[config.mk]
export PLATFORM = sky130hd
export DESIGN_NAME = pixel_loader_flat
export DESIGN_NICKNAME = d
export VERILOG_FILES = /design/src/rtl/display_pkg.sv /design/src/rtl/link_pkg.sv /design/src/rtl/pixel_wr_if.sv /design/src/rtl/pixel_loader.sv /design/src/flat_wrapper.sv
export VERILOG_INCLUDE_DIRS = /design/src /design/src/rtl
export SDC_FILE = /design/constraint.sdc
export NUM_CORES = 1
export LEC_CHECK = 0
export BUFFER_PORTS_ARGS = -buffer_cell sky130_fd_sc_hd__buf_2
export CAP_MARGIN = 10
export CORE_MARGIN = 3
export CORE_UTILIZATION = 50
export CTS_CLUSTER_DIAMETER = 40
export DETAILED_ROUTE_END_ITERATION = 16
export GPL_ROUTABILITY_DRIVEN = 1
export PLACE_DENSITY_LB_ADDON = 0.25
export SLEW_MARGIN = 20
export SYNTH_ARGS = -nofsm -noshare
export SYNTH_HDL_FRONTEND = slang
export SYNTH_SLANG_ARGS = --single-unit
[constraint.sdc]
create_clock -name clk -period 4.9 [get_ports clk]
set_clock_uncertainty 0.05 [all_clocks]
set_input_delay 0.735 -clock clk [delete_from_list [all_inputs] [get_ports clk]]
set_output_delay 0.735 -clock clk [all_outputs]
set_load 0.02 [all_outputs]
[src/rtl/led_matrix_cfg.svh]
`ifndef LED_MATRIX_CFG_SVH
`define LED_MATRIX_CFG_SVH

// panel geometry, two halves are scanned in parallel
`define SEGMENTS 2
`define ROWS 8
`define COLUMNS 32

// colour depth per channel, one bit plane per bit
`define BITDEPTH 8

// output enable cycles for bit plane 0, doubles with every plane
`define OE_BASE 1

// clocks per serial bit, kept short for simulation
`define UART_BIT_CLKS 8

`endif

[src/rtl/display_pkg.sv]
`include "led_matrix_cfg.svh"

package display_pkg;

	// one colour pixel as it sits in the frame memory
	typedef struct packed {
		logic [`BITDEPTH-1:0] red;
		logic [`BITDEPTH-1:0] green;
		logic [`BITDEPTH-1:0] blue;
	} pixel_t;

	// one memory word feeds both segments, index 0 is the upper half
	typedef pixel_t [`SEGMENTS-1:0] panel_word_t;

	// row address within a segment
	typedef logic [$clog2(`ROWS)-1:0] row_t;

	// column position within a row
	typedef logic [$clog2(`COLUMNS)-1:0] col_t;

	// bit plane index for binary-coded modulation
	typedef logic [$clog2(`BITDEPTH)-1:0] plane_t;

endpackage

[src/rtl/link_pkg.sv]
package link_pkg;

	// one serial character
	typedef logic [7:0] byte_t;

	// sent back to the host each time a new frame goes on display
	localparam byte_t FLIP_ACK = 8'he0;

endpackage

[src/rtl/pixel_wr_if.sv]
`timescale 1ns/100ps

interface pixel_wr_if;

	// one panel word written per cycle while wen is high
	logic wen;
	display_pkg::row_t wrow;
	display_pkg::col_t wcol;
	display_pkg::panel_word_t wdata;

	modport loader (
		output wen,
		output wrow,
		output wcol,
		output wdata
	);

	modport memory (
		input wen,
		input wrow,
		input wcol,
		input wdata
	);

endinterface

[src/rtl/pixel_loader.sv]
`timescale 1ns/100ps
`include "led_matrix_cfg.svh"

module pixel_loader (
	input  logic clk,
	input  logic rst_n,
	input  link_pkg::byte_t data,
	input  logic valid,
	input  logic ready,
	pixel_wr_if.loader wr,
	output logic loaded
);

	localparam int SEG_W = (`SEGMENTS > 1) ? $clog2(`SEGMENTS) : 1;

	logic [SEG_W-1:0] seg_cnt;
	logic [1:0] ch_cnt;
	display_pkg::row_t row;
	display_pkg::col_t col;
	display_pkg::panel_word_t word;
	logic take;
	logic word_done;
	logic frame_done;

	// bytes are dropped while the back bank still waits for its flip
	assign take = valid && ready;
	assign word_done = take && (ch_cnt == 2'd2) && (seg_cnt == SEG_W'(`SEGMENTS - 1));
	assign frame_done = (row == display_pkg::row_t'(`ROWS - 1)) &&
		(col == display_pkg::col_t'(`COLUMNS - 1));

	assign wr.wrow = row;
	assign wr.wcol = col;
	assign wr.wdata = word;

	// red, green, blue per segment, upper segment first
	always_ff @(posedge clk) begin
		if (take) begin
			case (ch_cnt)
				2'd0: word[seg_cnt].red <= data;
				2'd1: word[seg_cnt].green <= data;
				default: word[seg_cnt].blue <= data;
			endcase
		end
	end

	always_ff @(posedge clk or negedge rst_n) begin
		if (!rst_n) begin
			seg_cnt <= '0;
			ch_cnt <= '0;
			row <= '0;
			col <= '0;
			wr.wen <= 1'b0;
			loaded <= 1'b0;
		end else begin
			wr.wen <= word_done;
			loaded <= word_done && frame_done;
			if (take) begin
				if (ch_cnt == 2'd2) begin
					ch_cnt <= '0;
					seg_cnt <= (seg_cnt == SEG_W'(`SEGMENTS - 1)) ? '0 : seg_cnt + 1'b1;
				end else begin
					ch_cnt <= ch_cnt + 1'b1;
				end
			end
			// raster position moves on once the word is written
			if (wr.wen) begin
				if (col == display_pkg::col_t'(`COLUMNS - 1)) begin
					col <= '0;
					row <= (row == display_pkg::row_t'(`ROWS - 1)) ? '0 : row + 1'b1;
				end else begin
					col <= col + 1'b1;
				end
			end
		end
	end

	// a write only lands in a back bank that is still being filled
	a_write_open: assert property (@(posedge clk) disable iff (!rst_n)
		wr.wen |-> ready);

endmodule

[src/flat_wrapper.sv]
// flat-port wrapper written by rule: the top's interface ports become plain ports
module pixel_loader_flat 
  (clk, rst_n, data, valid, ready, loaded, wr_wen, wr_wrow, wr_wcol, wr_wdata);
  pixel_wr_if wr_i ();
  input  logic clk;
  input  logic rst_n;
  input  link_pkg::byte_t data;
  input  logic valid;
  input  logic ready;
  output logic loaded;
  output wire logic [$bits(wr_i.wen)-1:0] wr_wen;
  output wire logic [$bits(wr_i.wrow)-1:0] wr_wrow;
  output wire logic [$bits(wr_i.wcol)-1:0] wr_wcol;
  output wire logic [$bits(wr_i.wdata)-1:0] wr_wdata;
  assign wr_wen = wr_i.wen;
  assign wr_wrow = wr_i.wrow;
  assign wr_wcol = wr_i.wcol;
  assign wr_wdata = wr_i.wdata;
  pixel_loader u_core (.clk(clk), .rst_n(rst_n), .data(data), .valid(valid), .ready(ready), .wr(wr_i), .loaded(loaded));
endmodule
* Word level (Yosys, flattened, before mapping)
Cells that the tools add are included.
Storage, ports and cells: flip-flop bits (word level) 61, input port bits 12, logic and storage cells 45
Cells by class: add/subtract/negate cells 4, order comparisons 2, eq/ne operators 4, mux-type cells 14, reduce and logical (&&, ||, !) cells 9
Operator list (count):
- bitwise mux 48 bit | 3
- case mux 48 bit (2 select lines) | 1
- demux 24 bit (select 1 bit) | 3
- 2-to-1 mux 24 bit | 1
- 2-to-1 mux 16 bit | 1
- 2-to-1 mux 8 bit | 1
- logical AND 1 bit | 6
- adder 5 x 1 -> 5 bit, second input constant | 1
- == test 5 bit, second input constant | 1
- 2-to-1 mux 5 bit | 1
- AND reduction 2 bit | 2
- adder 3 x 1 -> 3 bit, second input constant | 1
- == test 3 bit, second input constant | 1
- 2-to-1 mux 3 bit | 1
- adder 2 x 1 -> 2 bit, second input constant | 1
- == test 2 x 1 -> 1 bit, second input constant | 1
- == test 2 bit, second input constant | 1
- logical NOT 2 bit | 1
- < comparator 1 x 2 -> 1 bit, second input constant | 1
- 2-to-1 mux 2 bit | 1
- adder 1 bit, second input constant | 1
- greater-or-equal comparator 1 bit, second input constant | 1
- 2-to-1 mux 1 bit | 1

* Depth between registers and ports, before layout
Gate-level depths: netlist of run 1.
depth in word-level cells 6, mapped depth 6

* Worst setup path before layout of run 1
Ideal clock, no wire load.
path kind input port to flip-flop, start point in valid, end point reg u_core.ch_cnt[0], arrival 2.600 ns, required time 4.775 ns, slack 2.175 ns, stages 3, cells stage by stage nand2_1 nor2_1 mux2_2
On the way: word-level cells in the longest chain between the ends 1
Ends and longest elaborated chain:
- from (decl) | line flat_wrapper.sv:8 | input logic valid;
- logical AND 1 bit | line pixel_loader.sv:26 | assign take = valid && ready;
- to (signal assigned) | line pixel_loader.sv:62 | ch_cnt <= ch_cnt + 1'b1;
- to (decl) | line pixel_loader.sv:17 | logic [1:0] ch_cnt;
Every way passes these cells. A chain may end at the register's enable or synchronous reset.

==> results.env, run 1 <==
IO_BUFFERS=69
DESIGN.DIE.AREA_MM2=0.006615
INITIAL_CORE_UTIL=0.5352
YS_DOMINANT_REG_CELL='sky130_fd_sc_hd__edfxtp_1'
SYNTH-EDFF-COUNT=48
SYN_NETS=277
GP_ROUTABILITY_CONGESTION=0.7697
GLOBAL_ROUTE.USAGE.TOTAL=0.1954
ROWS=26
SYNTH_AREA_LEADER_CELL='sky130_fd_sc_hd__edfxtp_1'
WL_PER_CELL_UM=15.56
IO_PINS=70
RR_STARTPOINT='u_core.ch_cnt[1]'
CRITICAL_PATH_ARRIVAL_NS=1.85
YS_TOP_CELLS_BY_AREA='sky130_fd_sc_hd__edfxtp_1, sky130_fd_sc_hd__dfrtp_1, sky130_fd_sc_hd__nand2_1'
FLOORPLAN.CORE_AREA_MM2=0.005303
CTS_ROOT_BUF='sky130_fd_sc_hd__clkbuf_8'
TOTALWIRELENGTH_UM=6223
WORST-SLEW-PIN-TRANSITION_NS=0.7440
POST_DP_AREA_MM2=0.003197
WORST_SLEW_MARGIN_REL=0.5040
NUMBER_OF_GLOBAL_ROUTE_VIAS_BEFORE_REPAIR=1895
WORST-SETUP-PATH-TYPE='reg2reg'
DP.FINAL_HPWL_UM=4074
ENDPOINT_KIND='flip-flop'
FINAL.MIN_CLOCK_PERIOD_NS=1.935
POWER.LEAKAGE_nW=1.492
CTS_RESIZED=0
DRC_ERRORS=0
ANTENNA_VIOLATING_NETS_POST_ROUTE=0
DESIGN_AREA_MM2=0.003381
MAXCAPVIOLATIONS=0
DIE_H_UM=81.34
GRT_FIRST_PASS_WIRELENGTH_UM=9535
LAYOUT.NETS=341
FMAX_MHz=516.7
SYNTH.DISTINCT_CELLS=26
STATUS='completed'
HTREE_LEVELS=3
SYNTH_WARNINGS=0
POST_DRT_VIA_CELL_RATIO=5.230
SETUP_TOTAL_NEGATIVE_SLACK_NS=0
TRITONCTS.NUM_BUFFERS=9
FINAL_CORE_UTILIZATION=0.6376
CLOCK_PATH_BUFFERS=2
ROUTED-VIA-COUNT=2092
MOSTFREQUENTLAYOUTCELLS='sky130_fd_sc_hd__buf_2, sky130_fd_sc_hd__edfxtp_1, sky130_fd_sc_hd__nand2_1, sky130_fd_sc_hd__o21ai_0, sky130_fd_sc_hd__a21oi_1'
TIMING.HOLD.WORST.CLASS='in2async'
CTS.SINKS=61
TIMING_MAX_TRANSITION_VIOLATIONS_FINAL=0
YOSYSSEQAREASHARE=0.6226
POST-ROUTE-PERIOD-UTIL=0.3950
CLOCK_TREE_FROM_TRITONCTS='done'
MAPPEDNETLISTAREA_MM2=0.002838
LAYOUT.CELLS.MOST_COMMON='sky130_fd_sc_hd__buf_2'
POST_CTS_BUFFERS=0
REQUIRED_NS=4.81
VDD_IR_DROP_MAX_mV=0.2627
CLKSLEWWORSTSETUPHOLDPATHS_NS=0.07
TIMING.REG2REG.WORST_PATH_DEPTH=2
DETAILEDROUTE.FIRSTITERATIONVIOLATIONS=159
GR-TOTAL-OVERFLOW=0
ASYNC_RESET_FF_FRAC=0.2131
WORST_SETUP_PATH_STARTPOINT='u_core.ch_cnt[1]'
FRACTION_OF_LAYOUT_CELLS_WITH_A_SIZE_SUFFIX_ABOVE_1=0.2758
SETUP_VIOLATIONS=0
RATIO_OF_TOTAL_POWER_TO_CELL_AREA_mW_PER_MM2=476.2
GRT_SETUP_UNREPAIRED='no'
SETUP.WORST_PATH.START_CLASS='flip-flop'
YOSYSTOPAREACELLSHARE=0.5079
ANTENNA_FOUND_INITIAL=0
SYNTH.FF_LATCH_COUNT=61
FINAL_HOLD_VIOLATIONS=0
CLOCK_INSERTION_DELAY_WORST_SKEW_NS=0.33
NUMBER_OF_STANDARD_CELLS_AFTER_SYNTHESIS=261
CTSHOLDBUFFERS=0
FIRST_PASS_ITERS=4
GRT_START_MAX_NET_PINS=71
ANTENNA_CELLS_INSERTED=0
AREA_GROWTH_PCT=19.14
AVERAGE_CELL_AREA_AFTER_SYNTHESIS_UM2=10.87
TIMING.CRITICAL_PATH.FANOUT_MAX=70
DIE_WIDTH_UM=81.34
## final cells by class
type | count | area, µm²
tap | 70 | 87.58
sequential | 61 | 1770
multi-input combinational | 163 | 909.6
timing repair buffer | 71 | 360.3
inverter | 19 | 71.32
clock buffer | 16 | 181.4
fill | 457 | 1922
## path summary, 6_finish.rpt
| kind | end | slack, ns |
|---|---|---|
| min in group clk | u_core.wr.wrow[1] | 0.47 |
| hold reg to reg | u_core.wr.wrow[1] | 0.47 |
| setup reg to reg | flip-flop | 2.96 |
| max in group asynchronous | u_core.ch_cnt[1] | 4.32 |
| setup / recovery | flip-flop | 2.96 |
| hold / removal | u_core.wr.wrow[2] | 0.23 |
## metrics by stage
stage / instances / total power, mW / worst slack (ns) / hold slack [ns]
global route: 400 / 1.700 / 2.760 / 0.2404
detailed placement: 384 / 1.211 / 2.827 / 0.4662
finish: 400 / 1.610 / 2.965 / 0.2304
CTS: 400 / 1.619 / 2.846 / 0.2327
floorplan: 261 / 1.099 / 2.175 / 0.3894
global placement: 384 / 1.195 / 2.861 / 0.4486
## Yosys cell counts (3+ instances only)
library cell,count
sky130_fd_sc_hd__nand2b_1,3
sky130_fd_sc_hd__nand2_1,40
sky130_fd_sc_hd__nand3_1,18
sky130_fd_sc_hd__inv_1,19
sky130_fd_sc_hd__ha_1,4
sky130_fd_sc_hd__a21oi_1,25
sky130_fd_sc_hd__buf_2,11
sky130_fd_sc_hd__mux2i_1,9
sky130_fd_sc_hd__buf_4,3
sky130_fd_sc_hd__mux2_2,5
sky130_fd_sc_hd__clkbuf_1,3
sky130_fd_sc_hd__nor2b_1,3
sky130_fd_sc_hd__o21ai_0,27
sky130_fd_sc_hd__nor2_1,11
sky130_fd_sc_hd__edfxtp_1,48
sky130_fd_sc_hd__nand3b_1,8
sky130_fd_sc_hd__dfrtp_1,13
## logic make-up (layout without fill, tap and decap cells)
family / count (synthesis) / count (layout) / share of synthesized area
simple gates: 89 / 89 / 0.1486
flops: 61 / 61 / 0.6226
buf+inv: 37 / 106 / 0.05776
compound gates: 55 / 55 / 0.09877
fa+ha+maj: 4 / 4 / 0.01764
xor+xnor: 1 / 1 / 0.003087
mux: 14 / 14 / 0.05159
## where the power goes
part | internal (mW) | switching, mW
sequential | 0.673 | 0.0889
combinational | 0.160 | 0.275
clock | 0.230 | 0.182
total | 1.06 | 0.546
## routing by layer
layer  GRT usage  wire length [µm]  share of wire  up-vias
li1            -                 -              -     1038
met1      0.2758              2619           0.42      974
met2      0.2866              2934           0.47       74
met3     0.04324               585          0.094        6
met4     0.09122                83          0.013        0
met5           0                 0              0        -
## worst max-delay path, cell delays in order (launching register included)
cell                      delay, ns
sky130_fd_sc_hd__dfrtp_4       0.73
sky130_fd_sc_hd__nor2b_1       0.25
sky130_fd_sc_hd__nor2_1        0.52
Power figures use the tool's default switching activity.
==> inputs of run 2 (changes only) <==
Settings changed: CORE_UTILIZATION 50 to 48.
Clock period 4.9 ns to 1.7 ns, I/O delays scaled along.
==> results.env, run 2 (synthesized netlist as in run 1, its figures left out) <==
FIN_CELLS=413  # was 400
POWER.TOTAL_mW=5.125  # was 1.610 mW
DP.FINAL_HPWL_UM=4340  # was 4074 µm
ROWS=27  # was 26
WL_PER_CELL_UM=15.47  # was 15.56 µm
CTS_ROOT_BUF='sky130_fd_sc_hd__clkbuf_8'  # unchanged
GP_ROUTABILITY_CONGESTION=0.7340  # was 0.7697
AREA_GROWTH_PCT=25.57  # was 19.14%
PLACED_INSTANCES=396  # was 384
SW_FRAC_OF_TOTAL=0.3184  # was 0.3393
SETUP.WORST_PATH.END='u_core.wr.wrow[2]'
CLOCK_INSERTION_DELAY_WORST_SKEW_NS=0.32  # was 0.33 ns
POST_DP_AREA_MM2=0.003322  # was 0.003197 mm²
FINAL_HOLD_VIOLATIONS=0  # unchanged
DETAILEDROUTE.FIRSTITERATIONVIOLATIONS=155  # was 159
CLKSLEWWORSTSETUPHOLDPATHS_NS=0.06  # was 0.07 ns
SETUP_VIOLATIONS=0  # unchanged
DESIGN_AREA_MM2=0.003563  # was 0.003381 mm²
TIMING_MAX_TRANSITION_VIOLATIONS_FINAL=0  # unchanged
CTS.SINKS=61  # unchanged
ANTENNA_CELLS_INSERTED=0  # unchanged
CLOCK_TREE_FROM_TRITONCTS='done'  # unchanged
LAYOUT.CELLS.MOST_COMMON='sky130_fd_sc_hd__buf_2'  # unchanged
HOLDWS_NS=0.1617  # was 0.2304 ns
RATIO_OF_TOTAL_POWER_TO_CELL_AREA_mW_PER_MM2=1438  # was 476.2 mW/mm²
DIE_WIDTH_UM=82.89  # was 81.34 µm
TIMING.REG2REG.WORST_PATH_DEPTH=5  # was 2
CLOCK_PATH_BUFFERS=2  # unchanged
POWER_FRAC_SEQ=0.412  # was 0.474
POWER.SWITCHING_mW=1.632  # was 546.2 µW
INITIAL_CORE_UTIL=0.5060  # was 0.5352
FMAX_MHz=621.8  # was 516.7 MHz
WORST_SETUP_PATH_STARTPOINT='u_core.wr.wcol[1]'  # was u_core.ch_cnt[1]
NUMBER_OF_GLOBAL_ROUTE_VIAS_BEFORE_REPAIR=2149  # was 1,895
VDD_IR_DROP_MAX_mV=0.7004  # was 0.2627 mV
ANTENNA_FOUND_INITIAL=0  # unchanged
STATUS='completed'  # unchanged
POST-ROUTE-PERIOD-UTIL=0.9460  # was 0.3950
PRECTSSETUPSLACK_NS=0.06335  # was 2.827 ns
GRT_FIRST_PASS_WIRELENGTH_UM=10560  # was 9535 µm
WORST-SETUP-PATH-TYPE='reg2reg'  # unchanged
FIRST_PASS_ITERS=4  # unchanged
INTERNAL_POWER_mW=3.493  # was 1.064 mW
GR-TOTAL-OVERFLOW=0  # unchanged
REQUIRED_NS=1.86  # was 4.81 ns
SETUP_TOTAL_NEGATIVE_SLACK_NS=0  # unchanged
GRT_SETUP_UNREPAIRED='no'  # unchanged
WORST-SLEW-PIN-TRANSITION_NS=0.6241  # was 0.7440 ns
POWER_FRAC_COMB=0.296  # was 0.271
GLOBAL_ROUTE.USAGE.TOTAL=0.1941  # was 0.1954
TIMING.HOLD.WORST.CLASS='in2reg'  # was in2async
TRITONCTS.NUM_BUFFERS=9  # unchanged
DIE_H_UM=82.89  # was 81.34 µm
IO_PINS=70  # unchanged
FRACTION_OF_LAYOUT_CELLS_WITH_A_SIZE_SUFFIX_ABOVE_1=0.3109  # was 0.2758
POWER.LEAKAGE_nW=1.578  # was 1.492 nW
CLOCK_POWER_SHARE=0.292  # was 0.256
DRC_ERRORS=0  # unchanged
GRT_START_MAX_NET_PINS=34  # was 71
IO_BUFFERS=69  # unchanged
ANTENNA_VIOLATING_NETS_POST_ROUTE=0  # unchanged
REGTOREGENDPOINT='u_core.wr.wrow[2]'
HTREE_LEVELS=3  # unchanged
FINAL.SETUP.WORST_SLACK_NS=0.09184  # was 2.965 ns
FLOORPLAN.CORE_AREA_MM2=0.005608  # was 0.005303 mm²
TOTALWIRELENGTH_UM=6390  # was 6223 µm
FINAL_CORE_UTILIZATION=0.6354  # was 0.6376
TIMING.CRITICAL_PATH.FANOUT_MAX=5  # was 70
ROUTED-VIA-COUNT=2200  # was 2,092
SETUP.WORST_PATH.START_CLASS='flip-flop'  # unchanged
MOSTFREQUENTLAYOUTCELLS='sky130_fd_sc_hd__buf_2, sky130_fd_sc_hd__edfxtp_1, sky130_fd_sc_hd__nand2_1, sky130_fd_sc_hd__o21ai_0, sky130_fd_sc_hd__a21oi_1'  # unchanged
RR_STARTPOINT='u_core.wr.wcol[1]'  # was u_core.ch_cnt[1]
DESIGN.DIE.AREA_MM2=0.006871  # was 0.006615 mm²
MAXCAPVIOLATIONS=0  # unchanged
POST_DRT_VIA_CELL_RATIO=5.327  # was 5.230
R2R_SLACK_NS=0.09  # was 2.96 ns
WORST_SLEW_MARGIN_REL=0.5831  # was 0.5040
FINAL.MIN_CLOCK_PERIOD_NS=1.608  # was 1.935 ns
ENDPOINT_KIND='flip-flop'  # unchanged
CRITICAL_PATH_ARRIVAL_NS=1.77  # was 1.85 ns
LAYOUT.NETS=352  # was 341
run 2: critical path, stage by stage (launching register included):
cell	delay, ns
sky130_fd_sc_hd__dfrtp_2	0.42
sky130_fd_sc_hd__ha_2	0.19
sky130_fd_sc_hd__and3_1	0.18
sky130_fd_sc_hd__ha_1	0.21
sky130_fd_sc_hd__nand2_2	0.10
sky130_fd_sc_hd__mux2_2	0.35
run 2: cell type report:
class	instances	area, µm²
sequential	61	1770
tap	72	90.09
clock buffer	10	127.6
clock inverter	6	101.3
multi-input combinational	163	919.6
timing repair buffer	82	483.0
fill	490	2044
inverter	19	71.32
run 2: what timing repair did:
action / 4_1_cts / 5_1_grt
hold buffers: 1 / 0
gates resized for setup: 0 / 1
buffers inserted: 0 / 0
setup endpoints to repair: 0 / 1
hold endpoints to repair: 13 / 0
run 2: worst min path at each step:
stage	start	endpoint	slack, ns	cells after the start
floorplan	rst_n	u_core.ch_cnt[0]	-0.09	0
global placement	rst_n	u_core.wr.wrow[1]	0.11	1
detailed placement	rst_n	u_core.wr.wcol[4]	0.12	1
CTS	ready	u_core.ch_cnt[1]	0.15	3
global route	valid	u_core.ch_cnt[1]	0.18	3
finish	ready	u_core.ch_cnt[1]	0.16	3
run 2: metal layers:
layer | track usage | up-vias | part of all wire
met4 | 0.1025 | 0 | 0.021
met1 | 0.2564 | 1056 | 0.42
met5 | 0 | - | 0
li1 | - | 1063 | -
met3 | 0.04762 | 12 | 0.064
met2 | 0.2959 | 69 | 0.50
run 2: power by group through the flow:
stage	Sequential [mW]	Combinational, mW	Clock (mW)
3_3_place_gp	2.13	1.48	0
6_report	2.11	1.52	1.50
4_1_cts	2.11	1.53	1.53
3_5_place_dp	2.14	1.52	0
5_1_grt	2.14	1.69	1.59
2_1_floorplan	2.29	0.886	0
==> inputs of run 3 (changes only) <==
Settings changed: CORE_UTILIZATION 48 to 50.
Clock period 1.7 ns to 1.78 ns, I/O delays scaled along.
==> results.env, run 3 (synthesized netlist as in run 1, its figures left out) <==
FILLERINSTANCES=445  # was 490
MOSTFREQUENTLAYOUTCELLS='sky130_fd_sc_hd__buf_2, sky130_fd_sc_hd__edfxtp_1, sky130_fd_sc_hd__nand2_1, sky130_fd_sc_hd__o21ai_0, sky130_fd_sc_hd__a21oi_1'  # unchanged
POWER.LEAKAGE_nW=1.535  # was 1.578 nW
INITIAL_CORE_UTIL=0.5352  # was 0.5060
GR-TOTAL-OVERFLOW=0  # unchanged
MAXCAPVIOLATIONS=0  # unchanged
IO_PINS=70  # unchanged
WORST_SLEW_MARGIN_REL=0.6443  # was 0.5831
FIRST_PASS_ITERS=7  # was 4
ANTENNA_VIOLATING_NETS_POST_ROUTE=0  # unchanged
TIMING.HOLD.WORST.CLASS='in2reg'  # unchanged
FINAL.MIN_CLOCK_PERIOD_NS=1.633  # was 1.608 ns
CLKSLEWWORSTSETUPHOLDPATHS_NS=0.07  # was 0.06 ns
VDD_IR_DROP_MAX_mV=0.8589  # was 0.7004 mV
GP_ROUTABILITY_CONGESTION=0.7576  # was 0.7340
POST-ROUTE-PERIOD-UTIL=0.9175  # was 0.9460
DIE_H_UM=81.34  # was 82.89 µm
LAYOUT.NETS=350  # was 352
CRITICAL_PATH_ARRIVAL_NS=1.80  # was 1.77 ns
CTS.SINKS=61  # unchanged
PLACED_INSTANCES=392  # was 396
GLOBAL_ROUTE.USAGE.TOTAL=0.2070  # was 0.1941
REQUIRED_NS=1.94  # was 1.86 ns
FINAL_HOLD_VIOLATIONS=0  # unchanged
IO_BUFFERS=69  # unchanged
ROWS=26  # was 27
WORST-SLEW-PIN-TRANSITION_NS=0.5325  # was 0.6241 ns
TRITONCTS.NUM_BUFFERS=9  # unchanged
SETUP.WORST_PATH.START_CLASS='flip-flop'  # unchanged
FINAL_CORE_UTILIZATION=0.6498  # was 0.6354
ANTENNA_CELLS_INSERTED=0  # unchanged
GRT_START_MAX_NET_PINS=33  # was 34
POST_DRT_VIA_CELL_RATIO=5.262  # was 5.327
HTREE_LEVELS=3  # unchanged
AREA_GROWTH_PCT=21.43  # was 25.57%
DRC_ERRORS=0  # unchanged
CLOCK_PATH_BUFFERS=2  # unchanged
SETUP_TOTAL_NEGATIVE_SLACK_NS=0  # unchanged
GRT_FIRST_PASS_WIRELENGTH_UM=10140  # was 10,560 µm
NUMBER_OF_GLOBAL_ROUTE_VIAS_BEFORE_REPAIR=2022  # was 2,149
DETAILEDROUTE.FIRSTITERATIONVIOLATIONS=204  # was 155
DESIGN.DIE.AREA_MM2=0.006615  # was 0.006871 mm²
SETUP_VIOLATIONS=0  # unchanged
RATIO_OF_TOTAL_POWER_TO_CELL_AREA_mW_PER_MM2=1275  # was 1438 mW/mm²
MULTIINPUTGATEAREA_UM2=917.1  # was 919.6 µm²
ROUTED-VIA-COUNT=2152  # was 2,200
DP.FINAL_HPWL_UM=4240  # was 4340 µm
WORST-SETUP-PATH-TYPE='reg2reg'  # unchanged
WL_PER_CELL_UM=15.54  # was 15.47 µm
TOTALWIRELENGTH_UM=6354  # was 6390 µm
POST_CTS_BUFFERS=0  # unchanged
ANTENNA_FOUND_INITIAL=0  # unchanged
GRT_SETUP_UNREPAIRED='no'  # unchanged
LAYOUT.CELLS.MOST_COMMON='sky130_fd_sc_hd__buf_2'  # unchanged
ENDPOINT_KIND='flip-flop'  # unchanged
FRACTION_OF_LAYOUT_CELLS_WITH_A_SIZE_SUFFIX_ABOVE_1=0.3038  # was 0.3109
STATUS='completed'  # unchanged
CLOCK_TREE_FROM_TRITONCTS='done'  # unchanged
TIMING_MAX_TRANSITION_VIOLATIONS_FINAL=0  # unchanged
FMAX_MHz=612.3  # was 621.8 MHz
FLOORPLAN.CORE_AREA_MM2=0.005303  # was 0.005608 mm²
CLOCK_INSERTION_DELAY_WORST_SKEW_NS=0.33  # was 0.32 ns
TIMING.CRITICAL_PATH.FANOUT_MAX=5  # unchanged
CTS_ROOT_BUF='sky130_fd_sc_hd__clkbuf_8'  # unchanged
FIN_CELLS=409  # was 413
DIE_WIDTH_UM=81.34  # was 82.89 µm
SEQ_AREA_MM2=0.001768  # was 0.001770 mm²
## run 3: changes by cell type in the layout (fill, tap and decap cells not counted), sizes merged
cell,previous run,this run
buf,81,79
bufinv,3,0
clkbuf,10,11
clkinv,3,4
clkinvlp,0,1
## run 3: worst paths after layout
check / start / end / slack, ns / cells past startpoint
worst max-delay path: u_core.wr.wcol[0] / u_core.wr.wrow[2] / 0.15 / 5
worst min-delay path: valid / u_core.ch_cnt[1] / 0.18 / 3
worst max register to register: u_core.wr.wcol[0] / u_core.wr.wrow[2] / 0.15 / 5
worst min register to register: u_core.wr.wrow[1] / u_core.wr.wrow[1] / 0.48 / 2
max in group asynchronous: rst_n / u_core.ch_cnt[1] / 1.13 / 2
min in group asynchronous: rst_n / u_core.wr.wcol[1] / 0.30 / 2
## run 3: layout make-up
type,instances,share of cell area
clock buffers,11,0.03813
clock inverters,5,0.007988
inverters,19,0.02070
multi-input cells,163,0.2662
flip-flops and latches,61,0.5131
well taps,70,0.02542
repair buffers,80,0.1285
## run 3: metal layers
| metal | GRT usage | part of all wire |
|---|---|---|
| met5 | 0 | 0 |
| met2 | 0.3151 | 0.48 |
| met1 | 0.2807 | 0.44 |
| met3 | 0.04656 | 0.064 |
| met4 | 0.09797 | 0.014 |
## run 3: per-stage QoR
stage	power (mW)	hold slack, ns	setup slack, ns	area (µm²)
2_1_floorplan	3.028	-0.07859	0.03730	2845
6_report	4.392	0.1785	0.1469	3446
5_1_grt	4.666	0.1991	0.03351	3446
4_1_cts	4.420	0.1669	0.1068	3443
3_3_place_gp	3.357	0.1164	0.1501	3274
3_5_place_dp	3.402	0.1192	0.1277	3274
## run 3: where the power goes
part	internal [mW]	leakage (nW)	switching, mW
combinational	0.497	0.837	0.893
clock	0.496	0.0829	0.529
sequential	1.85	0.615	0.125
## run 3: repair_timing
action,CTS,global route
endpoints found under the hold margin,13,0
setup endpoints to repair,0,1
gates resized for setup,0,1
hold buffers,1,0
## run 3: worst max-delay path, cell delays in order, from the launching register on
cell and delay [ns]:
sky130_fd_sc_hd__dfrtp_1 0.42, sky130_fd_sc_hd__ha_1 0.23, sky130_fd_sc_hd__and3_1 0.19, sky130_fd_sc_hd__ha_1 0.20, sky130_fd_sc_hd__nand2_2 0.10, sky130_fd_sc_hd__mux2_2 0.34
